**config.mk**
```make
export PLATFORM = sky130hd
export DESIGN_NAME = exec_top
export DESIGN_NICKNAME = d
export VERILOG_FILES = /design/src/rv_exec_pkg.sv /design/src/alu.sv /design/src/branch_unit.sv /design/src/exec_top.sv /design/src/execute_stage.sv /design/src/forward_unit.sv /design/src/operand_select.sv
export VERILOG_INCLUDE_DIRS = /design/src /design/src/include
export SDC_FILE = /design/constraint.sdc
export NUM_CORES = 1
export LEC_CHECK = 0
export BUFFER_PORTS_ARGS = -buffer_cell sky130_fd_sc_hd__buf_4
export CAP_MARGIN = 10
export CORE_MARGIN = 3
export CORE_UTILIZATION = 24
export CTS_CLUSTER_DIAMETER = 120
export DETAILED_ROUTE_END_ITERATION = 8
export SYNTH_ARGS = -nofsm -noshare
export SYNTH_HDL_FRONTEND = slang
export SYNTH_HIERARCHICAL = 1
export SYNTH_SLANG_ARGS = --single-unit
```
**constraint.sdc**
```tcl
create_clock -name clk -period 11.2 [get_ports clk]
set_clock_uncertainty 0.2 [all_clocks]
set_input_delay 0 -clock clk [delete_from_list [all_inputs] [get_ports clk]]
set_output_delay 0 -clock clk [all_outputs]
set_load 0.02 [all_outputs]
```
**src/include/rv_exec_macros.svh**
```systemverilog
`ifndef RV_EXEC_MACROS_SVH
`define RV_EXEC_MACROS_SVH

// Width of a data word and of every address in the core
`define XLEN_W 32

// Five bits address the 32 integer registers
`define REG_IDX_W 5

// Byte distance to the next sequential instruction, used for the link value
`define PC_STEP 4

`endif

```
**src/rv_exec_pkg.sv**
```systemverilog
`include "rv_exec_macros.svh"

package rv_exec_pkg;

    typedef logic [`XLEN_W-1:0]    word_t;    // Data word or byte address
    typedef logic [`REG_IDX_W-1:0] reg_idx_t; // Register index, x0 is hardwired to zero

    // Instruction class, picks the ALU operands and the kind of target
    typedef enum logic [2:0] {
        CLS_MEM     = 3'd0, // Load or store, address is rs1 plus imm
        CLS_BRANCH  = 3'd1,
        CLS_ALU_REG = 3'd2,
        CLS_ALU_IMM = 3'd3,
        CLS_LUI     = 3'd4, // Immediate arrives already shifted into the upper bits
        CLS_AUIPC   = 3'd5,
        CLS_JAL     = 3'd6,
        CLS_JALR    = 3'd7
    } op_class_t;

    // Bit 3 mirrors funct7[5] and the low bits mirror funct3
    typedef enum logic [3:0] {
        ALU_ADD  = 4'b0000,
        ALU_SUB  = 4'b1000,
        ALU_SLL  = 4'b0001,
        ALU_SLT  = 4'b0010,
        ALU_SLTU = 4'b0011,
        ALU_XOR  = 4'b0100,
        ALU_SRL  = 4'b0101,
        ALU_SRA  = 4'b1101,
        ALU_OR   = 4'b0110,
        ALU_AND  = 4'b0111
    } alu_op_t;

    // Encoded as the funct3 field of the branch instructions
    typedef enum logic [2:0] {
        BR_BEQ  = 3'b000,
        BR_BNE  = 3'b001,
        BR_BLT  = 3'b100,
        BR_BGE  = 3'b101,
        BR_BLTU = 3'b110,
        BR_BGEU = 3'b111
    } br_cond_t;

    // One decoded instruction as decode hands it over
    typedef struct packed {
        logic      valid;
        word_t     pc;
        word_t     imm;
        reg_idx_t  rs1_idx;
        word_t     rs1_val;    // Register file read, may be stale
        reg_idx_t  rs2_idx;
        word_t     rs2_val;
        reg_idx_t  rd_idx;
        op_class_t op_class;
        alu_op_t   alu_op;
        br_cond_t  br_cond;
        logic      mem_read;
        logic      mem_write;
        logic      reg_write;
        logic      mem_to_reg;
    } id_ex_t;

    // What the memory stage receives from execute
    typedef struct packed {
        logic     valid;
        word_t    result;      // ALU value, memory address or link value
        word_t    store_data;
        reg_idx_t rd_idx;
        logic     mem_read;
        logic     mem_write;
        logic     reg_write;
        logic     mem_to_reg;
    } ex_mem_t;

    // Value being written back to the register file this cycle
    typedef struct packed {
        logic     valid;
        reg_idx_t rd_idx;
        word_t    value;
    } wb_fwd_t;

    typedef struct packed {
        logic  taken;
        word_t target;
    } redirect_t;

endpackage

```
**src/alu.sv**
```systemverilog
`timescale 1ns/10ps

module alu
    import rv_exec_pkg::*;
(
    input  alu_op_t alu_op,
    input  word_t   op_a,
    input  word_t   op_b,
    output word_t   result
);

    logic [4:0] shamt;       // RV32I shifts look at five bits only
    logic       lt_signed;
    logic       lt_unsigned;

    assign shamt       = op_b[4:0];
    assign lt_signed   = $signed(op_a) < $signed(op_b);
    assign lt_unsigned = op_a < op_b;

    always_comb
    begin
        case (alu_op)
            ALU_ADD:
                result = op_a + op_b;
            ALU_SUB:
                result = op_a - op_b;
            ALU_SLL:
                result = op_a << shamt;
            ALU_SLT:
                result = word_t'(lt_signed);   // One or zero
            ALU_SLTU:
                result = word_t'(lt_unsigned);
            ALU_XOR:
                result = op_a ^ op_b;
            ALU_SRL:
                result = op_a >> shamt;
            ALU_SRA:
                result = word_t'($signed(op_a) >>> shamt); // Sign bit fills from the left
            ALU_OR:
                result = op_a | op_b;
            ALU_AND:
                result = op_a & op_b;
            default:
            begin
                // Unused codes fall back to an add
                result = op_a + op_b;
            end
        endcase
    end

endmodule

```
**src/branch_unit.sv**
```systemverilog
`timescale 1ns/10ps

module branch_unit
    import rv_exec_pkg::*;
(
    input  op_class_t op_class,
    input  br_cond_t  br_cond,
    input  word_t     pc,
    input  word_t     imm,
    input  word_t     rs1,
    input  word_t     rs2,
    output logic      taken,    // Raw decision, the stage qualifies it with valid and stall
    output word_t     target
);

    logic cond_met;

    // Compare the forwarded register values for the branch condition
    always_comb
    begin
        case (br_cond)
            BR_BEQ:  cond_met = (rs1 == rs2);
            BR_BNE:  cond_met = (rs1 != rs2);
            BR_BLT:  cond_met = ($signed(rs1) < $signed(rs2));
            BR_BGE:  cond_met = ($signed(rs1) >= $signed(rs2));
            BR_BLTU: cond_met = (rs1 < rs2);
            BR_BGEU: cond_met = (rs1 >= rs2);
            default: cond_met = 1'b0;   // Reserved funct3 codes never branch
        endcase
    end

    always_comb
    begin
        taken  = 1'b0;
        target = pc + imm;              // PC relative for branches and JAL
        case (op_class)
            CLS_BRANCH: taken = cond_met;
            CLS_JAL:    taken = 1'b1;
            CLS_JALR:
            begin
                taken  = 1'b1;
                target = (rs1 + imm) & ~word_t'(1); // Bit zero is cleared by the ISA
            end
            default:    taken = 1'b0;
        endcase
    end

endmodule

```
**src/exec_top.sv**
```systemverilog
`timescale 1ns/10ps

module exec_top
    import rv_exec_pkg::*;
(
    input  logic      clk,
    input  logic      rst,
    input  logic      stall,       // Global pipeline hold
    input  id_ex_t    id_in,       // Decoded instruction from decode
    input  wb_fwd_t   wb_in,       // Register file write in progress
    output ex_mem_t   ex_mem_out,  // To the memory stage
    output redirect_t redirect     // To fetch
);

    id_ex_t id_ex;     // Instruction sitting in execute
    word_t  rs1_fwd;
    word_t  rs2_fwd;

    // The EX/MEM output loops back as the nearest bypass source
    forward_unit u_forward_unit (
        .id_ex   (id_ex),
        .ex_mem  (ex_mem_out),
        .wb      (wb_in),
        .rs1_fwd (rs1_fwd),
        .rs2_fwd (rs2_fwd)
    );

    execute_stage u_execute_stage (
        .clk        (clk),
        .rst        (rst),
        .stall      (stall),
        .id_in      (id_in),
        .rs1_fwd    (rs1_fwd),
        .rs2_fwd    (rs2_fwd),
        .id_ex      (id_ex),
        .ex_mem_out (ex_mem_out),
        .redirect   (redirect)
    );

endmodule

```
**src/execute_stage.sv**
```systemverilog
`timescale 1ns/10ps

`include "rv_exec_macros.svh"

module execute_stage
    import rv_exec_pkg::*;
(
    input  logic      clk,
    input  logic      rst,
    input  logic      stall,      // Holds both registers when high
    input  id_ex_t    id_in,      // From decode
    input  word_t     rs1_fwd,    // Bypassed sources from the forward unit
    input  word_t     rs2_fwd,
    output id_ex_t    id_ex,      // Current ID/EX contents for forwarding
    output ex_mem_t   ex_mem_out,
    output redirect_t redirect
);

    id_ex_t  id_ex_q;
    ex_mem_t ex_mem_q;
    ex_mem_t ex_mem_d;
    word_t   op_a;
    word_t   op_b;
    word_t   alu_result;
    word_t   br_target;
    logic    br_taken;
    logic    is_jump;

    operand_select u_operand_select (
        .op_class (id_ex_q.op_class),
        .pc       (id_ex_q.pc),
        .imm      (id_ex_q.imm),
        .rs1      (rs1_fwd),
        .rs2      (rs2_fwd),
        .op_a     (op_a),
        .op_b     (op_b)
    );

    alu u_alu (
        .alu_op (id_ex_q.alu_op),
        .op_a   (op_a),
        .op_b   (op_b),
        .result (alu_result)
    );

    branch_unit u_branch_unit (
        .op_class (id_ex_q.op_class),
        .br_cond  (id_ex_q.br_cond),
        .pc       (id_ex_q.pc),
        .imm      (id_ex_q.imm),
        .rs1      (rs1_fwd),
        .rs2      (rs2_fwd),
        .taken    (br_taken),
        .target   (br_target)
    );

    assign is_jump = (id_ex_q.op_class == CLS_JAL) || (id_ex_q.op_class == CLS_JALR);

    // A held instruction does not redirect, it fires once when the stall drops
    assign redirect.taken  = id_ex_q.valid && !stall && br_taken;
    assign redirect.target = br_target;

    always_comb
    begin
        ex_mem_d.valid      = id_ex_q.valid;
        ex_mem_d.result     = is_jump ? id_ex_q.pc + word_t'(`PC_STEP) : alu_result; // Link value
        ex_mem_d.store_data = rs2_fwd;
        ex_mem_d.rd_idx     = id_ex_q.rd_idx;
        // A bubble must not touch memory or the register file
        ex_mem_d.mem_read   = id_ex_q.valid && id_ex_q.mem_read;
        ex_mem_d.mem_write  = id_ex_q.valid && id_ex_q.mem_write;
        ex_mem_d.reg_write  = id_ex_q.valid && id_ex_q.reg_write;
        ex_mem_d.mem_to_reg = id_ex_q.valid && id_ex_q.mem_to_reg;
    end

    always_ff @(posedge clk or posedge rst)
    begin
        if (rst)
        begin
            id_ex_q  <= '0;
            ex_mem_q <= '0;
        end
        else if (!stall)
        begin
            id_ex_q  <= id_in;
            ex_mem_q <= ex_mem_d;
            // Wrong-path instruction behind a taken redirect becomes a bubble
            if (redirect.taken)
                id_ex_q.valid <= 1'b0;
        end
    end

    assign id_ex      = id_ex_q;
    assign ex_mem_out = ex_mem_q;

endmodule

```
**src/forward_unit.sv**
```systemverilog
`timescale 1ns/10ps

module forward_unit
    import rv_exec_pkg::*;
(
    input  id_ex_t  id_ex,   // Instruction now in execute
    input  ex_mem_t ex_mem,  // Instruction one stage ahead
    input  wb_fwd_t wb,      // Instruction two stages ahead, being written back
    output word_t   rs1_fwd,
    output word_t   rs2_fwd
);

    // Newest copy of one source register
    // The EX/MEM result wins over writeback since it is younger
    function automatic word_t pick_newest(
        input reg_idx_t src_idx,
        input word_t    rf_val,
        input ex_mem_t  ahead,
        input wb_fwd_t  back
    );
        logic hit_ahead;
        logic hit_back;
        // A load has no data yet in EX/MEM, decode stalls for that case
        hit_ahead = ahead.valid && ahead.reg_write && !ahead.mem_read
                    && (ahead.rd_idx == src_idx);
        hit_back  = back.valid && (back.rd_idx == src_idx);
        if (src_idx == '0)
            return rf_val; // x0 never takes a bypassed value
        else if (hit_ahead)
            return ahead.result;
        else if (hit_back)
            return back.value;
        else
            return rf_val;
    endfunction

    always_comb
    begin
        rs1_fwd = pick_newest(id_ex.rs1_idx, id_ex.rs1_val, ex_mem, wb);
        rs2_fwd = pick_newest(id_ex.rs2_idx, id_ex.rs2_val, ex_mem, wb); // Also feeds store data
    end

endmodule

```
**src/operand_select.sv**
```systemverilog
`timescale 1ns/10ps

module operand_select
    import rv_exec_pkg::*;
(
    input  op_class_t op_class,
    input  word_t     pc,
    input  word_t     imm,
    input  word_t     rs1,      // Already forwarded
    input  word_t     rs2,      // Already forwarded
    output word_t     op_a,
    output word_t     op_b
);

    // The enum fills all eight codes, so every class is listed
    always_comb
    begin
        case (op_class)
            CLS_MEM:
            begin
                op_a = rs1;     // Effective address base
                op_b = imm;
            end
            CLS_BRANCH,
            CLS_ALU_REG:
            begin
                op_a = rs1;
                op_b = rs2;
            end
            CLS_ALU_IMM,
            CLS_JALR:
            begin
                // The ALU value is unused for JALR, the branch unit makes the target
                op_a = rs1;
                op_b = imm;
            end
            CLS_LUI:
            begin
                op_a = '0;      // Zero plus imm passes the upper immediate through
                op_b = imm;
            end
            CLS_AUIPC,
            CLS_JAL:
            begin
                op_a = pc;
                op_b = imm;
            end
            default:
            begin
                op_a = rs1;
                op_b = rs2;
            end
        endcase
    end

endmodule

```
==> Word-level counts from Yosys, hierarchy flattened <==
Cells that the tools add are included.
{ "classes": {"n_bitwise": 3, "n_shift": 3, "addsub": 5, "eq_ne": 27, "n_lt_le_gt_ge": 6, "reduce_logical": 24, "div_mod_pow": 0, "n_mul": 0, "n_mux": 14} }
{ "op_table": {"columns": ["operator", "count"], "rows": [
  ["case mux 32 bit (9 select lines)", 1],
  ["two-way mux 32 bit", 8],
  ["< comparator 32 bit", 4],
  ["adder 32 bit", 3],
  ["case mux 32 bit (3 select lines)", 1],
  ["greater-or-equal comparator 32 bit", 2],
  ["case mux 32 bit (2 select lines)", 1],
  ["adder 32 x 3 -> 32 bit, second input constant", 1],
  ["bitwise AND 32 bit", 1],
  ["== test 32 bit", 1],
  ["!= test 32 bit", 1],
  ["bitwise OR 32 bit", 1],
  ["left shift 32 x 5 -> 32 bit", 1],
  ["right shift 32 x 5 -> 32 bit", 1],
  [">>> shifter 32 x 5 -> 32 bit", 1],
  ["subtractor 32 bit", 1],
  ["XOR 32 bit", 1],
  ["== test 3 bit, second input constant", 8],
  ["== test 5 bit", 4],
  ["== test 4 x 3 -> 1 bit, second input constant", 4],
  ["logical AND 1 bit", 12],
  ["zero test 5 bit", 2],
  ["== test 4 x 2 -> 1 bit, second input constant", 2],
  ["== test 4 bit, second input constant", 2],
  ["other kinds (12)", 18]
]} }
{ "totals": {"in_bits": 199, "reg_bits": 232, "n_memories": 0, "romBits": 0, "word_cells": 105, "ramBits": 0, "latchBits": 0} }

==> Longest topological paths before layout <==
Gate-level depths: netlist of the first run.
{ "depth": {"depth_word": 10, "depth_mapped": 26} }

==> Hierarchy <==
Netlist of the first run, hierarchy kept.
{ "by_module_without_submodules": {"columns": ["module", "cells_per_inst", "instances", "area_each_um2"], "rows": [
  ["execute_stage", 681, 1, 9449.1],
  ["alu", 1268, 1, 8888.5],
  ["branch_unit", 633, 1, 4357.9],
  ["forward_unit", 262, 1, 1810.5],
  ["operand_select", 80, 1, 912.1]
]} }

==> Worst setup path after synthesis of the first run <==
Ideal clock, no wire load.
{ "synth_timing": {"kind": "flip-flop to flip-flop", "start": "reg u_execute_stage.ex_mem_q (netlist bit u_execute_stage/ex_mem_out[3])", "end": "reg u_execute_stage.ex_mem_q (netlist bit u_execute_stage/ex_mem_out[62])", "arrival_ns": 5.457, "setup_time_ns": 0.135, "slack_ns": 5.409, "stages_incl_launch_ff": 27, "cell_sequence": "dfrtp_1 -> and3b_1 -> nand4_1 -> nor3_2 -> o21a_1 -> buf_2 -> o221ai_1 -> mux2_4 -> inv_1 -> clkbuf_1 -> clkbuf_1 -> buf_2 -> ha_1 -> buf_2 -> nand2b_1 -> o2111ai_1 -> a2111oi_2 -> o2111ai_2 -> a211oi_2 -> o31ai_1 -> a221o_1 -> o21ai_1 -> o211ai_1 -> nor2_1 -> nor2_1 -> a22oi_1 -> o31ai_1"} }
{ "synth_between": {"elab_chain_len": 9, "elab_cells_between_ends": 20, "cone_classes": "add/sub (2); shift (3); mux (8); bitwise (3); reduce/logical (4)"} }
{ "synth_rtl": {"columns": ["item", "line_no", "source"], "rows": [
  ["start: declaration", "execute_stage.sv:20", "ex_mem_t ex_mem_q;"],
  ["start signal: assignment", "execute_stage.sv:86", "ex_mem_q <= ex_mem_d;"],
  ["zero test 1 bit *", "forward_unit.sv:24", "hit_ahead = ahead.valid && ahead.reg_write && !ahead.mem_read"],
  ["logical AND 1 bit *", "forward_unit.sv:24", null],
  ["logical AND 1 bit *", "forward_unit.sv:25", "&& (ahead.rd_idx == src_idx);"],
  ["two-way mux 32 bit *", "forward_unit.sv:29", "else if (hit_ahead)"],
  ["two-way mux 32 bit *", "forward_unit.sv:27", "if (src_idx == '0)"],
  ["net rs2_fwd[2]", "exec_top.sv:17", "word_t rs2_fwd;"],
  ["case mux 32 bit (2 select lines) *", "operand_select.sv:18", "case (op_class)"],
  ["net u_execute_stage.op_b[2]", "execute_stage.sv:23", "word_t op_b;"],
  ["adder 32 bit (tied with other cells)", "alu.sv:24, alu.sv:46", null],
  ["case mux 32 bit (9 select lines) *", "alu.sv:22", "case (alu_op)"],
  ["net u_execute_stage.alu_result[21]", "execute_stage.sv:24", "word_t alu_result;"],
  ["two-way mux 32 bit *", "execute_stage.sv:66", "ex_mem_d.result = is_jump ? id_ex_q.pc + word_t'(`PC_STEP) : alu_result;"]
]} }
The timed path passes the listed nets; every way through them passes the cells marked *.
A chain may end at the register's enable or synchronous reset.

==> Final worst setup path of the first run <==
Same ends and word-level chain as after synthesis.

==> results of run 1 <==
==> timing repair <==
action / in CTS / in global routing
gates resized for setup: 0 / 0
hold buffers: 400 / 0
hold endpoints to repair: 300 / 0
==> flip-flops by register name (all words and copies together), names as in the netlist <==
name and cells:
u_execute_stage/ex_mem_out 74, u_execute_stage/id_ex 158
==> report_power, final <==
group / switching, W / internal, W
combinational: 0.00187 / 0.00126
sequential: 0.000206 / 0.000961
clock: 0.000442 / 0.000558
==> through the flow <==
step | cell area [um2] | setup WS [ns] | power [W] | cells
floorplan | 25400 | 4.64 | 0.00309 | 2918
global placement | 28700 | 4.21 | 0.00409 | 4443
detailed placement | 28700 | 4.03 | 0.00409 | 4443
CTS | 33700 | 4.00 | 0.00523 | 4897
global route | 33700 | 3.52 | 0.00558 | 4899
finish | 33700 | 3.89 | 0.00529 | 4903
==> worst max path at each step <==
stage	to	cells past startpoint	slack, ns	startpoint
after floorplan	u_execute_stage/ex_mem_out[0]	1	4.64	rst
after global placement	u_execute_stage/ex_mem_out[62]	23	4.21	u_execute_stage/id_ex[55]
after detailed placement	u_execute_stage/ex_mem_out[62]	23	4.03	u_execute_stage/ex_mem_out[3]
after CTS	u_execute_stage/ex_mem_out[62]	23	4.00	u_execute_stage/ex_mem_out[3]
after global routing	u_execute_stage/ex_mem_out[62]	23	3.52	u_execute_stage/ex_mem_out[3]
final	u_execute_stage/ex_mem_out[62]	23	3.89	u_execute_stage/ex_mem_out[3]
==> routing by layer <==
| metal | GRT usage [%] | part of all wire (%) | vias to the layer above |
|---|---|---|---|
| met3 | 3.58 | 8.6 | 264 |
| met1 | 26.6 | 41 | 13100 |
| met2 | 32.4 | 46 | 1335 |
| met4 | 8.42 | 4.5 | 4 |
| li1 | - | - | 12100 |
| met5 | 0 | 0.040 | - |
==> worst max-delay path, delay by kind of cell, from the launching register on <==
family                   cells  cell delay [ns]
buffers and inverters        3             1.42
adder cells (fa/ha/maj)      1             0.39
AND/OR/NAND/NOR              5             0.86
AO/OA/AOI/OAI               13             3.26
flip-flops                   1             0.39
multiplexers                 1             0.57
==> cell usage in the layout (no fill, tap or decap), types with 16 or more instances in the layout <==
| cell type | count |
|---|---|
| xnor2_1 | 53 |
| o22ai_1 | 50 |
| a21oi_1 | 194 |
| mux4_2 | 35 |
| buf_4 | 336 |
| o2111ai_1 | 22 |
| xor2_1 | 50 |
| mux2i_1 | 58 |
| o211ai_1 | 38 |
| a2bb2oi_2 | 30 |
| clkbuf_16 | 31 |
| a22oi_1 | 21 |
| mux2_2 | 208 |
| a221oi_1 | 20 |
| nor2b_1 | 19 |
| nor3_1 | 43 |
| nand4_1 | 27 |
| nand2_1 | 239 |
| a211oi_1 | 29 |
| mux2_4 | 31 |
| o31ai_1 | 23 |
| dlygate4sd3_1 | 400 |
| o21a_1 | 19 |
| or3_1 | 16 |
| nand2b_1 | 20 |
| a21o_1 | 42 |
| inv_1 | 185 |
| a22o_1 | 38 |
| o221ai_1 | 53 |
| dfrtp_1 | 232 |
| ha_1 | 191 |
| nor2_1 | 230 |
| o21ai_0 | 160 |
| nand3_1 | 80 |
| o21bai_1 | 25 |
==> final cells by class <==
type / count / area, um2
diodes: 6 / 15.0
clock buffers: 38 / 832
clock inverters: 16 / 175
fillers: 10800 / 70600
inverters: 189 / 717
multi-input cells: 2304 / 17900
flip-flops and latches: 232 / 5810
well taps: 1380 / 1730
repair buffers: 738 / 6560
==> flow_summary.json, run 1 <==
{
  "result_of_the_run": "completed",
  "placementRows": 118,
  "synthesis.instances": 2918,
  "hold_path_depth": 4,
  "effective_utilization_at_floorplan_pct": 24.3,
  "hold_path.class": "in2reg",
  "setup_tns_ns": 0,
  "antenna_found_initial": 5,
  "setup.worst_path.end_class": "register",
  "remaining_drc_errors": 0,
  "tritoncts": "built",
  "final_max_slew_viol_count": 0,
  "fp.coreArea_um2": 104000,
  "clock_pin_slew_on_the_worst_setup_and_hold_paths_ns": 0.07,
  "timing.max_slew.rel_slack_pct": 31.0,
  "synthesis.area_per_instance_um2": 8.70,
  "postCtsSetupRepairBufs": 0,
  "power.ir.vdd_worst_mv": 0.127,
  "pin_count_of_the_biggest_net_entering_global_routing": 162,
  "drt-wirelength-per-cell_um": 23.5,
  "ff2ff_path_depth": 23,
  "hold_crit_start": "wb_in[24]",
  "max_freq_mhz": 137,
  "cts.sinks": 232,
  "time_the_final_worst_path_needs_with_i_o_delays_and_setup_ns": 7.31,
  "routed_wl_um": 115000,
  "setup-violations-final": 0,
  "crit_path_max_fanout": 57,
  "cts.htree.levels": 1,
  "synth.net_count": 3312,
  "routabilityCongestion": 0.946,
  "dr_total_vias": 26800,
  "start_kind": "register",
  "number_of_buffers_created_by_cts": 30,
  "floorplan.die.width_um": 331,
  "root_buffer": "clkbuf_16",
  "grt_pass1_wl_um": 170000,
  "drive_above_1_share_pct": 21.2,
  "detail-route-antenna-nets": 0,
  "grt.total_usage_pct": 20.2,
  "area_added_between_synthesis_and_finish_pct": 32.8,
  "timing_worst_setup_path_type": "reg2reg",
  "power_per_cell_area_nw_per_um2": 157,
  "max-cap-violations": 0,
  "drt_first_pass_iters": 6,
  "final_net_count": 3889,
  "cpPeakStageDelay_ns": 0.59,
  "r2r-end": "u_execute_stage/ex_mem_out[62]",
  "timing.rr.start": "u_execute_stage/ex_mem_out[3]",
  "series_of_cell_instances_along_the_critical_path": "and3b_1 > nand4_1 > nor3_4 > buf_4 > o21a_1 > buf_4 > o221ai_1 > mux2_4 > inv_2 > ha_1 > o21bai_1 > o2111ai_1 > a2111oi_2 > o2111ai_2 > a211oi_2 > o31ai_1 > a221o_1 > o21ai_1 > o211ai_1 > nor2_1 > nor2_1 > a22oi_1 > o31ai_1",
  "ys.warnings.count": 6,
  "finalCoreUtilization_pct": 32.3,
  "final_count_of_hold_timing_violations": 0,
  "synth_area_um2": 25400,
  "hold_end": "u_execute_stage/ex_mem_out[33]",
  "rsz_0062_raised_after_global_routing": "false",
  "worst_pin_slew_ns": 1.03,
  "clk-insertion-delay-late_ns": 0.61,
  "critical_path.slowest_cell": "inv_2",
  "crit_arrival_ns": 7.57,
  "fin_crit_sh_pct": 65.3,
  "detail_route.iter0.violations": 2699,
  "total_leakage_power_nw": 14.5,
  "die_h_um": 331,
  "ioPinCount": 306,
  "hold_slack_ns": 0.0391,
  "first_global_vias": 26400,
  "r2r_setup_slack_ns": 3.89,
  "dp_hpwl_um": 84800,
  "port_buffers": 305,
  "cp_data_required_time_ns": 11.45,
  "avgViaCountPerCell": 5.47,
  "clock_path_buffers": 3,
  "dieArea_um2": 110000,
  "grt_remaining_overflow": 0
}
No activity file was read; power rests on OpenSTA's default activity.
==> run 2, diff against run 1 <==
--- a/config.mk
+++ b/config.mk
@@ -6,6 +6,7 @@
 export SDC_FILE = /design/constraint.sdc
 export NUM_CORES = 1
 export LEC_CHECK = 0
+export ABC_AREA = 1
 export BUFFER_PORTS_ARGS = -buffer_cell sky130_fd_sc_hd__buf_4
 export CAP_MARGIN = 10
 export CORE_MARGIN = 3
==> constraint.sdc (replaced) <==
create_clock -name clk -period 6.8 [get_ports clk]
set_clock_uncertainty 0.2 [all_clocks]
set_input_delay 0 -clock clk [delete_from_list [all_inputs] [get_ports clk]]
set_output_delay 0 -clock clk [all_outputs]
set_load 0.02 [all_outputs]
==> flow_summary.json, run 2 <==
{
  "result_of_the_run": "completed",
  "antenna_found_initial": 11,
  "fin_crit_sh_pct": 87.7,
  "routabilityCongestion": 1.04,
  "crit_arrival_ns": 6.36,
  "detail-route-antenna-nets": 0,
  "place_inst": 6673,
  "placementRows": 125,
  "grt.total_usage_pct": 27.5,
  "largest_register_ffs": 158,
  "cts.htree.levels": 1,
  "total_leakage_power_nw": 19.4,
  "hold_path.class": "in2reg",
  "port_buffers": 305,
  "drt_first_pass_iters": 6,
  "commonest_non_fill_non_tap_cell_in_the_layout": "nand2_1",
  "synth_area_um2": 28500,
  "timing.max_slew.rel_slack_pct": 23.8,
  "grt_remaining_overflow": 0,
  "avgViaCountPerCell": 5.21,
  "most-common-layout-cells": "nand2_1, nor2_1, nand3_1",
  "remaining_drc_errors": 0,
  "dieArea_um2": 123000,
  "power.ir.vdd_worst_mv": 0.221,
  "layout_cells_excl_fill": 7146,
  "post_cts_resized": 0,
  "effective_utilization_at_floorplan_pct": 24.3,
  "crit_path_max_fanout": 35,
  "synth.net_count": 5365,
  "setup-violations-final": 0,
  "clock_path_buffers": 3,
  "die_h_um": 350,
  "synthesis.area_per_instance_um2": 5.73,
  "fp.coreArea_um2": 117000,
  "time_the_final_worst_path_needs_with_i_o_delays_and_setup_ns": 5.97,
  "final_net_count": 5984,
  "detail_route.iter0.violations": 4443,
  "max_freq_mhz": 168,
  "first_global_vias": 35600,
  "hold_slack_ns": 0.0257,
  "final_max_slew_viol_count": 0,
  "max-cap-violations": 0,
  "number_of_buffers_created_by_cts": 31,
  "clock_pin_slew_on_the_worst_setup_and_hold_paths_ns": 0.07,
  "cts.sinks": 232,
  "final_count_of_hold_timing_violations": 0,
  "area_added_between_synthesis_and_finish_pct": 31.0,
  "root_buffer": "clkbuf_16",
  "power_per_cell_area_nw_per_um2": 232,
  "grt_pass1_wl_um": 249000,
  "drive_above_1_share_pct": 10.2,
  "floorplan.die.width_um": 350,
  "start_kind": "register",
  "worst_pin_slew_ns": 1.14,
  "setup.worst_path.end_class": "register",
  "dp_hpwl_um": 138000,
  "routed_wl_um": 176000,
  "final.fill_count": 13100,
  "ioPinCount": 306,
  "setup_tns_ns": 0,
  "cp_data_required_time_ns": 7.19,
  "synthesis.instances": 4971,
  "pin_count_of_the_biggest_net_entering_global_routing": 142,
  "clk-insertion-delay-late_ns": 0.65,
  "drt-wirelength-per-cell_um": 24.6,
  "finalPower_w": 0.00866,
  "tritoncts": "built",
  "ys.warnings.count": 6,
  "dr_total_vias": 37200,
  "timing_worst_setup_path_type": "reg2reg",
  "rsz_0062_raised_after_global_routing": "false"
}
-- run 2: power breakdown --
part / leakage, nW / total (W) / internal, W / switching [W]
clock: 0.483 / 0.00166 / 0.000880 / 0.000778
sequential: 2.83 / 0.00192 / 0.00155 / 0.000372
combinational: 16.1 / 0.00509 / 0.00156 / 0.00353
total: 19.4 / 0.00866 / 0.00398 / 0.00468
-- run 2: path summary, 6_finish.rpt --
| check | end | cells after the start | startpoint | slack, ns |
|---|---|---|---|---|
| setup reg to reg | u_execute_stage/ex_mem_out[68] | 24 | u_execute_stage/id_ex[90] | 0.83 |
| setup / recovery | u_execute_stage/ex_mem_out[68] | 24 | u_execute_stage/id_ex[90] | 0.83 |
| min in group asynchronous | u_execute_stage/ex_mem_out[0] | 4 | rst | 0.39 |
| hold / removal | u_execute_stage/id_ex[147] | 4 | id_in[147] | 0.03 |
| max in group asynchronous | u_execute_stage/ex_mem_out[27] | 5 | rst | 4.66 |
| hold reg to reg | u_execute_stage/ex_mem_out[30] | 2 | u_execute_stage/ex_mem_out[30] | 0.28 |
-- run 2: timing repair --
action,in CTS,in global routing
hold endpoints to repair,375,0
hold buffers,408,0
setup buffers,0,0
-- run 2: final cells by class --
cell class              instances  area (um2)  area share, %
diodes                          9        22.5         0.0604
clock buffers                  37         828           2.22
clock inverters                19         149          0.399
inverters                     478        1810           4.86
multi-input cells            4046       19700           52.9
flip-flops and latches        232        5810           15.6
well taps                    1524        1910           5.11
repair buffers                801        7050           18.9
-- run 2: layer usage --
layer / up-vias / track usage [%] / share of wire, %
li1: 17300 / - / -
met1: 17500 / 34.2 / 39
met2: 2013 / 44.2 / 44
met3: 421 / 5.46 / 9.1
met4: 2 / 16.1 / 7.1
met5: - / 0 / 0.0074
-- run 2: metrics by stage --
| step | setup WS, ns | instance area (um2) | utilization, % |
|---|---|---|---|
| after global placement | 0.974 | 32200 | 27.5 |
| final | 0.834 | 37300 | 31.9 |
| after CTS | 1.00 | 37300 | 31.9 |
| after floorplan | 0.239 | 28500 | - |
| after detailed placement | 1.03 | 32200 | 27.5 |
| after global routing | 0.584 | 37300 | 31.9 |
-- run 2: worst max-delay path, cell delays in order (launching register included) --
cell	delay [ns]
dfrtp_1	0.44
nor3_1	0.24
nand3_2	0.63
buf_4	0.44
nand2_1	0.08
nor2_1	0.04
nor2_1	0.48
nand2_1	0.12
nand2_1	0.37
inv_1	0.09
ha_1	0.54
nand2_1	0.19
nor2_1	0.32
nand2_1	0.09
nand2_1	0.31
nand2_1	0.10
nand2_1	0.17
nand2_1	0.15
nand3_1	0.11
nand3_1	0.08
nand3_1	0.18
nor2_1	0.06
nor2_1	0.27
nand2_1	0.10
nand2_1	0.08
